### src/pvp_cfg.svh
/*
 * pvp configuration: datapath widths and integer ALU latency
 */
`ifndef PVP_CFG_SVH
`define PVP_CFG_SVH

// ==========================================================
// datapath widths
// ==========================================================

// one data word
`define PVP_DATA_W 32

// register number, 128 registers
`define PVP_REG_AW 7

// program memory address, 128 instruction words
`define PVP_PROG_AW 7

// ==========================================================
// pipeline
// ==========================================================

// cycles from alu request to write-back record
`define PVP_ALU_LAT 2

`endif

### src/pvp_pkg.sv
/*
 * pvp types: data vectors, opcodes, sequencer states and the
 * packed records handed between the pipeline stages
 */
`include "pvp_cfg.svh"

package pvp_pkg;

	// plain vectors with a meaning
	typedef logic [`PVP_DATA_W-1:0]  data_t;
	typedef logic [`PVP_REG_AW-1:0]  reg_addr_t;
	typedef logic [`PVP_PROG_AW-1:0] prog_addr_t;
	// contents of r2, bit 0 steers the select instruction
	typedef logic [1:0]              flags_t;

	// ==========================================================
	// encodings
	// ==========================================================

	typedef enum logic [3:0] {
		OP_NOP   = 4'd0,
		OP_ADD   = 4'd1,
		OP_SUB   = 4'd2,
		OP_MUL   = 4'd3,
		OP_AND   = 4'd4,
		OP_OR    = 4'd5,
		OP_XOR   = 4'd6,
		OP_CMPLT = 4'd7,
		OP_SEL   = 4'd8,
		OP_HALT  = 4'd9
	} opcode_e;

	typedef enum logic [1:0] {
		SEQ_IDLE,
		SEQ_RUN,
		SEQ_DRAIN
	} seq_state_e;

	// ==========================================================
	// stage records
	// ==========================================================

	// program memory word, 25 bits
	typedef struct packed {
		opcode_e   op;
		reg_addr_t a_addr;
		reg_addr_t b_addr;
		reg_addr_t w_addr;
	} instr_t;

	// sequencer to register file
	typedef struct packed {
		logic      valid;
		opcode_e   op;
		reg_addr_t w_addr;
	} issue_t;

	// register file to alu, operands already resolved
	typedef struct packed {
		logic      valid;
		opcode_e   op;
		reg_addr_t w_addr;
		data_t     a;
		data_t     b;
		flags_t    flags;
	} alu_req_t;

	// alu back to register file and sequencer
	typedef struct packed {
		logic      w_en;
		logic      halt;
		reg_addr_t w_addr;
		data_t     r;
	} wb_t;

endpackage

### src/pvp_alu.sv
/*
 * pvp integer alu: opcode selects the result in stage one, later
 * stages carry the write-back record to the register file
 */
`include "pvp_cfg.svh"

module pvp_alu (
	input  logic              sys_clk,
	input  logic              rst_n,
	input  pvp_pkg::alu_req_t req,
	output pvp_pkg::wb_t      wb
);
	import pvp_pkg::*;

	// total stages from request to write-back record
	localparam int LAT = `PVP_ALU_LAT;

	data_t     res;
	logic      s1_valid;
	opcode_e   s1_op;
	reg_addr_t s1_w_addr;
	data_t     s1_r;
	wb_t       s1_wb;
	// stage two onwards
	wb_t       wb_d [0:LAT-2];

	// ==========================================================
	// stage one, result select
	// ==========================================================

	always_comb begin
		case (req.op)
			OP_ADD:   res = req.a + req.b;
			OP_SUB:   res = req.a - req.b;
			// low half of the product only
			OP_MUL:   res = req.a * req.b;
			OP_AND:   res = req.a & req.b;
			OP_OR:    res = req.a | req.b;
			OP_XOR:   res = req.a ^ req.b;
			// signed compare, result is 0 or 1
			OP_CMPLT: res = ($signed(req.a) < $signed(req.b)) ? data_t'(1) : '0;
			OP_SEL:   res = req.flags[0] ? req.a : req.b;
			default:  res = '0;
		endcase
	end

	always_ff @(posedge sys_clk) begin
		if (!rst_n) begin
			s1_valid <= 1'b0;
		end else begin
			s1_valid <= req.valid;
		end
		s1_op     <= req.op;
		s1_w_addr <= req.w_addr;
		s1_r      <= res;
	end

	// ==========================================================
	// stage two, write-back record
	// ==========================================================

	// nop and halt write nothing, halt marks the end of a run
	always_comb begin
		s1_wb.w_en   = s1_valid && (s1_op != OP_NOP) && (s1_op != OP_HALT);
		s1_wb.halt   = s1_valid && (s1_op == OP_HALT);
		s1_wb.w_addr = s1_w_addr;
		s1_wb.r      = s1_r;
	end

	always_ff @(posedge sys_clk) begin
		if (!rst_n) begin
			for (int i = 0; i < LAT - 1; i++) begin
				wb_d[i].w_en <= 1'b0;
				wb_d[i].halt <= 1'b0;
			end
		end else begin
			wb_d[0] <= s1_wb;
			// extra delay only when the latency exceeds two
			for (int i = 1; i < LAT - 1; i++) begin
				wb_d[i] <= wb_d[i-1];
			end
		end
	end

	assign wb = wb_d[LAT-2];

endmodule

### config.mk
export PLATFORM = sky130hd
export DESIGN_NAME = pvp_alu
export DESIGN_NICKNAME = d
export VERILOG_FILES = /design/src/pvp_pkg.sv /design/src/pvp_alu.sv
export VERILOG_INCLUDE_DIRS = /design/src
export SDC_FILE = /design/constraint.sdc
export NUM_CORES = 1
export LEC_CHECK = 0
export BUFFER_PORTS_ARGS = -buffer_cell sky130_fd_sc_hd__buf_2
export CAP_MARGIN = 20
export CORE_MARGIN = 5
export CORE_UTILIZATION = 35
export CTS_BUF_LIST = sky130_fd_sc_hd__clkbuf_2 sky130_fd_sc_hd__clkbuf_4 sky130_fd_sc_hd__clkbuf_8
export DETAILED_ROUTE_END_ITERATION = 10
export GPL_ROUTABILITY_DRIVEN = 0
export PLACE_DENSITY_LB_ADDON = 0.2
export SYNTH_ARGS = -nofsm -noshare
export SYNTH_HDL_FRONTEND = slang
export SYNTH_SLANG_ARGS = --single-unit
### constraint.sdc
create_clock -name sys_clk -period 10.6 [get_ports sys_clk]
set_input_delay 3.18 -clock sys_clk [delete_from_list [all_inputs] [get_ports sys_clk]]
set_output_delay 3.18 -clock sys_clk [all_outputs]
set_load 0.05 [all_outputs]
==> results.tsv <==
metric	value	unit
status	completed	
cell repeated most along the worst path	fa_1	
max incr delay on CP	590	ps
EDFF count, synth	39	
number of H-tree levels	3	
Seq cells post-synth	85	
Num CTS Buffers	9	
area fraction in compound gates after synthesis	12.3	%
via count	19900	
drt pass-1 iters	6	
final worst slack	227	ps
Async SR Flop Fraction	0	%
Worst Tran Pin Value	706	ps
Wirelength per Cell	23.4	um
Setup crit end kind	flip-flop	
vias in the first global route	20400	
crit-path max FO	14	
fillers	6566	
Die W	265	um
total gr overflow	0	
R2R setup slack	9910	ps
top cells by count, synth	inv_1, fa_1, nor2_1	
yosys warns	0	
Hold Path Depth	2	
Yosys top cell area share	36.2	%
Max Clk Rate	0.0964	GHz
Port Buffer Count	119	
reg2reg end	wb_d[0][11]$_DFFE_PP_	
Post-DP HPWL	71900	um
CP Data Arrival Time	10590	ps
Synth area leaders	fa_1, ha_1, inv_1	
Sink Count	85	
CTS tree	yes	
post-synthesis sequential area ratio	9.22	%
Worst Hold Class	reg2reg	
simple-gate share of the synthesized area	15.5	%
crit share post-route	97.9	%
Hold Violations, Final	0	
I/O pin total	121	
total global-route track usage	24.3	%
syn_area_per_cell	8.51	sq um
Die Y	265	um
share of cells above drive strength 1	11.7	%
hold buffers post-CTS	0	
drt total wl	86200	um
clk_skew	3.48	ps
Post-Synth Adder-Cell Area	48.2	%
r2r worst-path depth	1	
distinct cell type count of the synthesized netlist	93	
final net count	3526	
initial antenna violation count	3	
worst r2r src	s1_r[11]$_DFF_P_	
Synth Cell Area	22700	sq um
multiplexer share of the synthesized area	1.33	%
die area	70000	sq um
# setup viols final	0	
number of DRC markers in iteration 0	1856	
Initial Util	35.3	%
Worst Hold Path EP	wb_d[0][39]$_DFF_P_	
Worst-path clk slew	80	ps
cell family with most CP delay	adder cells	
top-count cell post-synth	inv_1	
buffer and inverter count on the worst path	6	
CTS root buf	clkbuf_8	
first-pass GRT wire length	130000	um
Synth-to-Final Area Change	11.2	%
largest net degree at the start of global routing	81	
Slowest-stage cell, CP	fa_1	
Slew Limit Fails	0	
final core occ	39.2	%
FP Rows	93	
Synth Area in XOR/XNOR	3.28	%
Mapped Cells	2666	
startpoint class of the critical path	primary input	
Worst-Skew Late Latency	330	ps
Slew HR	52.9	%
Max-Cap Viols	0	
dpl ws	-89.5	ps
largest family of logic cells by synthesized area	adder cells	
CTS Buffer Depth	2	
Critical Path RT	10820	ps
vias per inst	5.41	
main flop type after synthesis	dfxtp_1	
RSZ-0062 raised after global routing	false	
hold path start	s1_op[0]$_DFF_P_	
post-synth top area cell	fa_1	
DRC viols	0	
core area	64300	sq um
critical path class	in2reg	
Tmin final	10370	ps
Syn Nets	3375	
Antenna Nets Post-Route	0	
[layout make-up]
| type | count | area [sq um] | share of cell area, % |
|---|---|---|---|
| Multi-Input combinational cell | 1976 | 18300 | 72.7 |
| Timing Repair Buffer | 271 | 1760 | 6.98 |
| Inverter | 474 | 1790 | 7.08 |
| Clock inverter | 4 | 22.5 | 0.0893 |
| Clock buffer | 12 | 153 | 0.605 |
| Antenna cell | 2 | 5.00 | 0.0198 |
| Tap cell | 855 | 1070 | 4.24 |
| Sequential cell | 85 | 2090 | 8.29 |
[metal layers]
metal / global-route usage [%] / wire length, um / vias up
li1: - / - / 8733
met1: 33.8 / 35900 / 9987
met2: 38.7 / 38600 / 1017
met3: 3.44 / 7480 / 163
met4: 9.10 / 4140 / 0
met5: 0 / 0 / -
[logic make-up (layout without fill, tap and decap cells)]
logic type,count (synthesis),after routing
compound gates,397,397
buf+inv,605,761
xor+xnor,85,85
mux,30,30
fa+ha+maj,629,629
other cells,0,2
flops,85,85
simple gates,835,835
[through the flow]
step                hold WS (ps)  std cells  setup TNS (ps)  area (sq um)
finish                       464       3679               0         25200
CTS                          465       3677               0         25200
floorplan                    428       2666               0         22700
global placement             443       3661           -28.7         25000
global route                 488       3677               0         25200
detailed placement           453       3661           -89.5         25000
[placed cells by master (no fill, tap or decap), types with 14 or more instances in the layout]
cell,n
o22ai_1,17
dfxtp_1,46
inv_1,455
a31oi_1,14
a221oi_1,21
xor2_1,21
o21ai_0,86
nor2_1,393
buf_4,150
nor2b_1,18
a21o_1,18
fa_1,410
ha_1,219
buf_2,119
mux2i_1,29
nand3_1,14
xnor2_1,64
and2_1,41
a21oi_1,82
nand2_1,290
edfxtp_1,39
nand2b_1,18
[worst max-delay path by stage]
| stage | start | end | slack [ps] | cells past startpoint |
|---|---|---|---|---|
| 2_1_floorplan | req[4] | s1_r[21]$_DFF_P_ | 660 | 26 |
| 3_3_place_gp | req[7] | s1_r[30]$_DFF_P_ | -30 | 25 |
| 3_5_place_dp | req[40] | s1_r[30]$_DFF_P_ | -90 | 28 |
| 4_1_cts | req[40] | s1_r[30]$_DFF_P_ | 270 | 28 |
| 5_1_grt | req[4] | s1_r[30]$_DFF_P_ | 3 | 25 |
| 6_report | req[4] | s1_r[30]$_DFF_P_ | 230 | 25 |
[worst min-delay path: stages (launching register included)]
cell and delay, ps:
dfxtp_1 330, nand3_1 60, nor2_1 40
[state kept, by name, indices dropped and copies added, names as in the netlist]
signal and flops:
s1_op 4, s1_r 32, s1_valid 1, s1_w_addr 7
wb_d 41
[what timing repair did]
item | 4_1_cts | 5_1_grt
resized for setup | 0 | 2
endpoints found under the setup margin | 0 | 1
setup buffers | 0 | 0
Power is not shown: default switching activity piles up to over one toggle a cycle in this logic, so the estimate is an artifact.
