--- src/pvp_cfg.svh ---
/*
 * pvp configuration: datapath widths and integer ALU latency
 */
`ifndef PVP_CFG_SVH
`define PVP_CFG_SVH

// ==========================================================
// datapath widths
// ==========================================================

// one data word
`define PVP_DATA_W 32

// register number, 128 registers
`define PVP_REG_AW 7

// program memory address, 128 instruction words
`define PVP_PROG_AW 7

// ==========================================================
// pipeline
// ==========================================================

// cycles from alu request to write-back record
`define PVP_ALU_LAT 2

`endif

--- src/pvp_pkg.sv ---
/*
 * pvp types: data vectors, opcodes, sequencer states and the
 * packed records handed between the pipeline stages
 */
`include "pvp_cfg.svh"

package pvp_pkg;

	// plain vectors with a meaning
	typedef logic [`PVP_DATA_W-1:0]  data_t;
	typedef logic [`PVP_REG_AW-1:0]  reg_addr_t;
	typedef logic [`PVP_PROG_AW-1:0] prog_addr_t;
	// contents of r2, bit 0 steers the select instruction
	typedef logic [1:0]              flags_t;

	// ==========================================================
	// encodings
	// ==========================================================

	typedef enum logic [3:0] {
		OP_NOP   = 4'd0,
		OP_ADD   = 4'd1,
		OP_SUB   = 4'd2,
		OP_MUL   = 4'd3,
		OP_AND   = 4'd4,
		OP_OR    = 4'd5,
		OP_XOR   = 4'd6,
		OP_CMPLT = 4'd7,
		OP_SEL   = 4'd8,
		OP_HALT  = 4'd9
	} opcode_e;

	typedef enum logic [1:0] {
		SEQ_IDLE,
		SEQ_RUN,
		SEQ_DRAIN
	} seq_state_e;

	// ==========================================================
	// stage records
	// ==========================================================

	// program memory word, 25 bits
	typedef struct packed {
		opcode_e   op;
		reg_addr_t a_addr;
		reg_addr_t b_addr;
		reg_addr_t w_addr;
	} instr_t;

	// sequencer to register file
	typedef struct packed {
		logic      valid;
		opcode_e   op;
		reg_addr_t w_addr;
	} issue_t;

	// register file to alu, operands already resolved
	typedef struct packed {
		logic      valid;
		opcode_e   op;
		reg_addr_t w_addr;
		data_t     a;
		data_t     b;
		flags_t    flags;
	} alu_req_t;

	// alu back to register file and sequencer
	typedef struct packed {
		logic      w_en;
		logic      halt;
		reg_addr_t w_addr;
		data_t     r;
	} wb_t;

endpackage

--- src/pvp_seq.sv ---
/*
 * pvp sequencer: program memory, program counter and run control,
 * one instruction issued per cycle from start until halt or wrap
 */
`include "pvp_cfg.svh"

module pvp_seq (
	input  logic                sys_clk,
	input  logic                rst_n,
	input  logic                start,
	input  logic                prog_we,
	input  pvp_pkg::prog_addr_t prog_addr,
	input  pvp_pkg::instr_t     prog_data,
	input  pvp_pkg::wb_t        wb,
	output pvp_pkg::reg_addr_t  a_addr,
	output pvp_pkg::reg_addr_t  b_addr,
	output pvp_pkg::issue_t     issue,
	output logic                busy,
	output logic                done
);
	import pvp_pkg::*;

	instr_t     prog_mem [0:(1 << `PVP_PROG_AW)-1];
	seq_state_e state;
	prog_addr_t pc;
	// fetched word, valid one cycle after its pc was presented
	instr_t     ir;
	logic       ir_valid;
	// pc has wrapped past the last address during this run
	logic       end_q;
	// replaces the word after a wrap with a halt
	logic       force_halt;
	opcode_e    ir_op;
	logic       halt_seen;
	logic       fetch_en;

	// ==========================================================
	// program memory
	// ==========================================================

	// host write only while idle, synchronous read by pc
	always_ff @(posedge sys_clk) begin
		if (prog_we && !busy) begin
			prog_mem[prog_addr] <= prog_data;
		end
		ir <= prog_mem[pc];
	end

	// ==========================================================
	// fetch and run control
	// ==========================================================

	assign ir_op     = force_halt ? OP_HALT : ir.op;
	// a halt in the fetch stage stops any further issue
	assign halt_seen = ir_valid && (ir_op == OP_HALT);
	assign fetch_en  = (state == SEQ_RUN) && !halt_seen;

	always_ff @(posedge sys_clk) begin
		if (!rst_n) begin
			state      <= SEQ_IDLE;
			pc         <= '0;
			ir_valid   <= 1'b0;
			end_q      <= 1'b0;
			force_halt <= 1'b0;
		end else begin
			ir_valid   <= fetch_en;
			// the slot after the wrapped word carries a halt
			force_halt <= end_q && fetch_en;
			case (state)
				SEQ_IDLE: begin
					if (start) begin
						state <= SEQ_RUN;
						pc    <= '0;
						end_q <= 1'b0;
					end
				end
				SEQ_RUN: begin
					if (halt_seen) begin
						state <= SEQ_DRAIN;
					end else begin
						pc <= pc + 1'b1;
						if (pc == '1) begin
							end_q <= 1'b1;
						end
					end
				end
				SEQ_DRAIN: begin
					// the halt leaves the alu after the last write
					if (wb.halt) begin
						state <= SEQ_IDLE;
					end
				end
				default: state <= SEQ_IDLE;
			endcase
		end
	end

	// read addresses go out in the same cycle as the issue record
	assign a_addr = ir.a_addr;
	assign b_addr = ir.b_addr;
	assign issue  = '{valid: ir_valid, op: ir_op, w_addr: ir.w_addr};

	assign busy = (state != SEQ_IDLE);
	assign done = wb.halt && (state == SEQ_DRAIN);

endmodule

--- config.mk ---
export PLATFORM = sky130hd
export DESIGN_NAME = pvp_seq
export DESIGN_NICKNAME = d
export VERILOG_FILES = /design/src/pvp_pkg.sv /design/src/pvp_seq.sv
export VERILOG_INCLUDE_DIRS = /design/src
export SDC_FILE = /design/constraint.sdc
export NUM_CORES = 2
export LEC_CHECK = 0
export BUFFER_PORTS_ARGS = -buffer_cell sky130_fd_sc_hd__buf_4
export CAP_MARGIN = 20
export CORE_ASPECT_RATIO = 1.2
export CORE_MARGIN = 5
export CORE_UTILIZATION = 60
export DETAILED_ROUTE_END_ITERATION = 7
export PLACE_DENSITY_LB_ADDON = 0.05
export SYNTH_ARGS = -nofsm -noshare
export SYNTH_HDL_FRONTEND = slang
export SYNTH_SLANG_ARGS = --single-unit
--- constraint.sdc ---
create_clock -name sys_clk -period 10.9 [get_ports sys_clk]
set_input_delay 0.545 -clock sys_clk [delete_from_list [all_inputs] [get_ports sys_clk]]
set_output_delay 0.545 -clock sys_clk [all_outputs]
set_load 0.1 [all_outputs]
==> impl_metrics.tcl <==
set metrics [dict create \
    final_core_util_pct 66.94 \
    avgSynthCellArea_sq_um 21.83 \
    synthTopCellsByCount "edfxtp_1 (3200), mux4_2 (663), mux2i_1 (406), nor2_1 (234), buf_2 (127)" \
    hold_viol 0 \
    vias 60730 \
    status "complete, no violations" \
    arrival_ps 5860 \
    synth-edff-count 3200 \
    tritoncts "built" \
    finalClockSkew_ps 39.57 \
    final_antenna_net_count 0 \
    end_kind "flip-flop" \
    grt_max_degree 105 \
    synth_area_sq_um 124500 \
    synth-seq-cells 3237 \
    finalSetupViolCount 0 \
    ir_drop_mv 0.1929 \
    gp_congestion 0.8338 \
    io_buffer_count 64 \
    ys_async_sr_fraction_pct 0 \
    die_w_um 425.9 \
    slew_headroom_pct 14.90 \
    h-tree-depth 5 \
    cts_buffers 319 \
    area_growth_pct 11.16 \
    synth.area.top_cells "edfxtp_1 (77%), mux4_2 (12%), mux2i_1 (3.3%)" \
    synth_ff_type "edfxtp_1" \
    drtIter0Drc 7127 \
    drive_above_1_share_pct 25.90 \
    ys_types 74 \
    period_minus_slack_ps 5094 \
    maxCapViolations 0 \
    max_freq_mhz 196.3 \
    clk_pin_slew_ps 60 \
    avgViaCountPerCell 6.756 \
    clock_latency_ps 960 \
    grt_pass1_vias 60480 \
    max_slew.worst_pin.slew_ps 1261 \
    grt_pass1_wl_um 461400 \
    crit_path_max_fanout 68 \
    synth_top_area_cell "edfxtp_1" \
    synth_fp_nets 5782 \
    grt.overflow.total 0 \
    antenna_found_initial 14 \
    place_area_sq_um 128800 \
    core_area_sq_um 206800 \
    fin_tns_setup_ps 0 \
    cts_root_buffer "clkbuf_16" \
    hold-worst-slack_ps 112.6 \
    synth.most_common_cell "edfxtp_1" \
    p_leak_nw 41.68 \
    synthCells 5704 \
    start_kind "flip-flop" \
    cts_buffer_depth 4 \
    wl_um 328500 \
    period_share_pct 46.73 \
    drc 0 \
    fp.dieH_um 509.0 \
    io_pins 105 \
    drv_slew 0 \
    stdcell_area_sq_um 138400 \
    start_util_pct 60.22 \
    dp_hpwl_um 186600 \
    criticalPathCategory "reg2reg" \
    grt_util_all_layers_pct 30.57 \
    cp.required_ps 11660 \
    first_pass_iters 8 \
    rows 183 \
    nets 6063 \
    die_area_sq_um 216800 \
    power_density_nw_per_um2 179.8 \
    synth_top_cell_area_share_pct 77.18 \
    wl_per_cell_um 36.55 \
    ys_warn_count 0 \
    ys_seq_area_share_pct 77.77 \
    hold_class "in2reg" \
    rsz0062_at_grt "no" \
    total_power_mw 24.89 \
    cts_num_sinks 3237 \
]
[worst max-delay path, stage by stage (launching register included)]
cell     delay, ps
dfxtp_4        650
buf_12         480
buf_4          780
buf_4          610
mux4_2         570
mux2i_1        480
o22ai_1        220
nor4_2         730
a22oi_1        220
[through the flow]
stage	cells	setup WS [ps]
after floorplan	5704	6168
after global placement	8431	5778
after detailed placement	8432	5732
after CTS	8981	5727
after global routing	8985	5537
final	8989	5806
[cell usage in the layout (no fill, tap or decap), types with 9 or more instances in the layout]
cell / n
a221oi_1: 22
a211oi_1: 47
and2_1: 13
bufinv_16: 11
buf_4: 289
clkbuf_1: 77
o21ai_0: 31
dfxtp_1: 31
nor2_1: 106
nand3_1: 20
mux2i_1: 406
nor2b_1: 45
a22oi_1: 51
edfxtp_1: 3200
a2bb2oi_1: 12
clkinv_2: 43
mux2_2: 70
o221ai_1: 35
a211o_1: 12
nor4_1: 26
clkinv_1: 71
a21oi_1: 44
buf_12: 15
nand2_1: 97
nor2_2: 127
clkbuf_16: 328
clkbuf_8: 9
a2111oi_0: 34
mux4_2: 663
o22ai_1: 99
a32oi_1: 13
[worst paths after layout]
path / startpoint / end / slack (ps) / depth (start not counted)
min reg2reg: end_q / force_halt / 500 / 1
max reg2reg: pc[0] / issue[4] / 5810 / 8
max: pc[0] / issue[4] / 5810 / 8
min: prog_data[7] / prog_mem[38][7] / 110 / 1
[registers in the layout, summed over array words and instances, names as in the netlist]
register and cells:
end_q 1, b_addr 7, ir 4, prog_mem 3200, pc 7, ir_valid 1
state 2, force_halt 1, a_addr 7, issue 7
[per-layer routing]
metal | up-vias | part of all wire (%) | GRT usage (%)
met4 | 0 | 5.0 | 13.16
met3 | 571 | 8.7 | 6.049
met5 | - | 0 | 0
met1 | 32560 | 38 | 42.19
li1 | 24530 | - | -
met2 | 3072 | 49 | 48.61
[report_power, final]
part	internal, mW	switching, mW
sequential	13.7	0.0229
clock	5.80	4.43
combinational	0.297	0.635
[cell families (layout without fill, tap and decap cells)]
group	after synthesis	after routing	share of synthesized area, %
buffers and inverters	359	863	1.702
DFF	3237	3237	77.77
xor gates and xnor gates	4	4	0.02814
and+or+nand+nor	501	501	1.870
adders and majority gates	1	1	0.01005
AOI/OAI and AO/OA	462	462	2.709
muxes	1140	1140	15.91
other	0	6	0
[cell type report]
class	count	area, sq um
multi-input combinational	2108	26000
clock buffer	414	8621
clock inverter	130	860.8
fill	13290	68350
timing repair buffer	312	2562
antenna	6	15.01
sequential	3237	96850
inverter	7	28.78
tap	2775	3472
[repair_timing]
action	CTS	global route
setup buffers	0	0
gates resized for setup	0	0
hold buffers	5	0
hold endpoints to repair	34	0
Power figures use the tool's default switching activity.
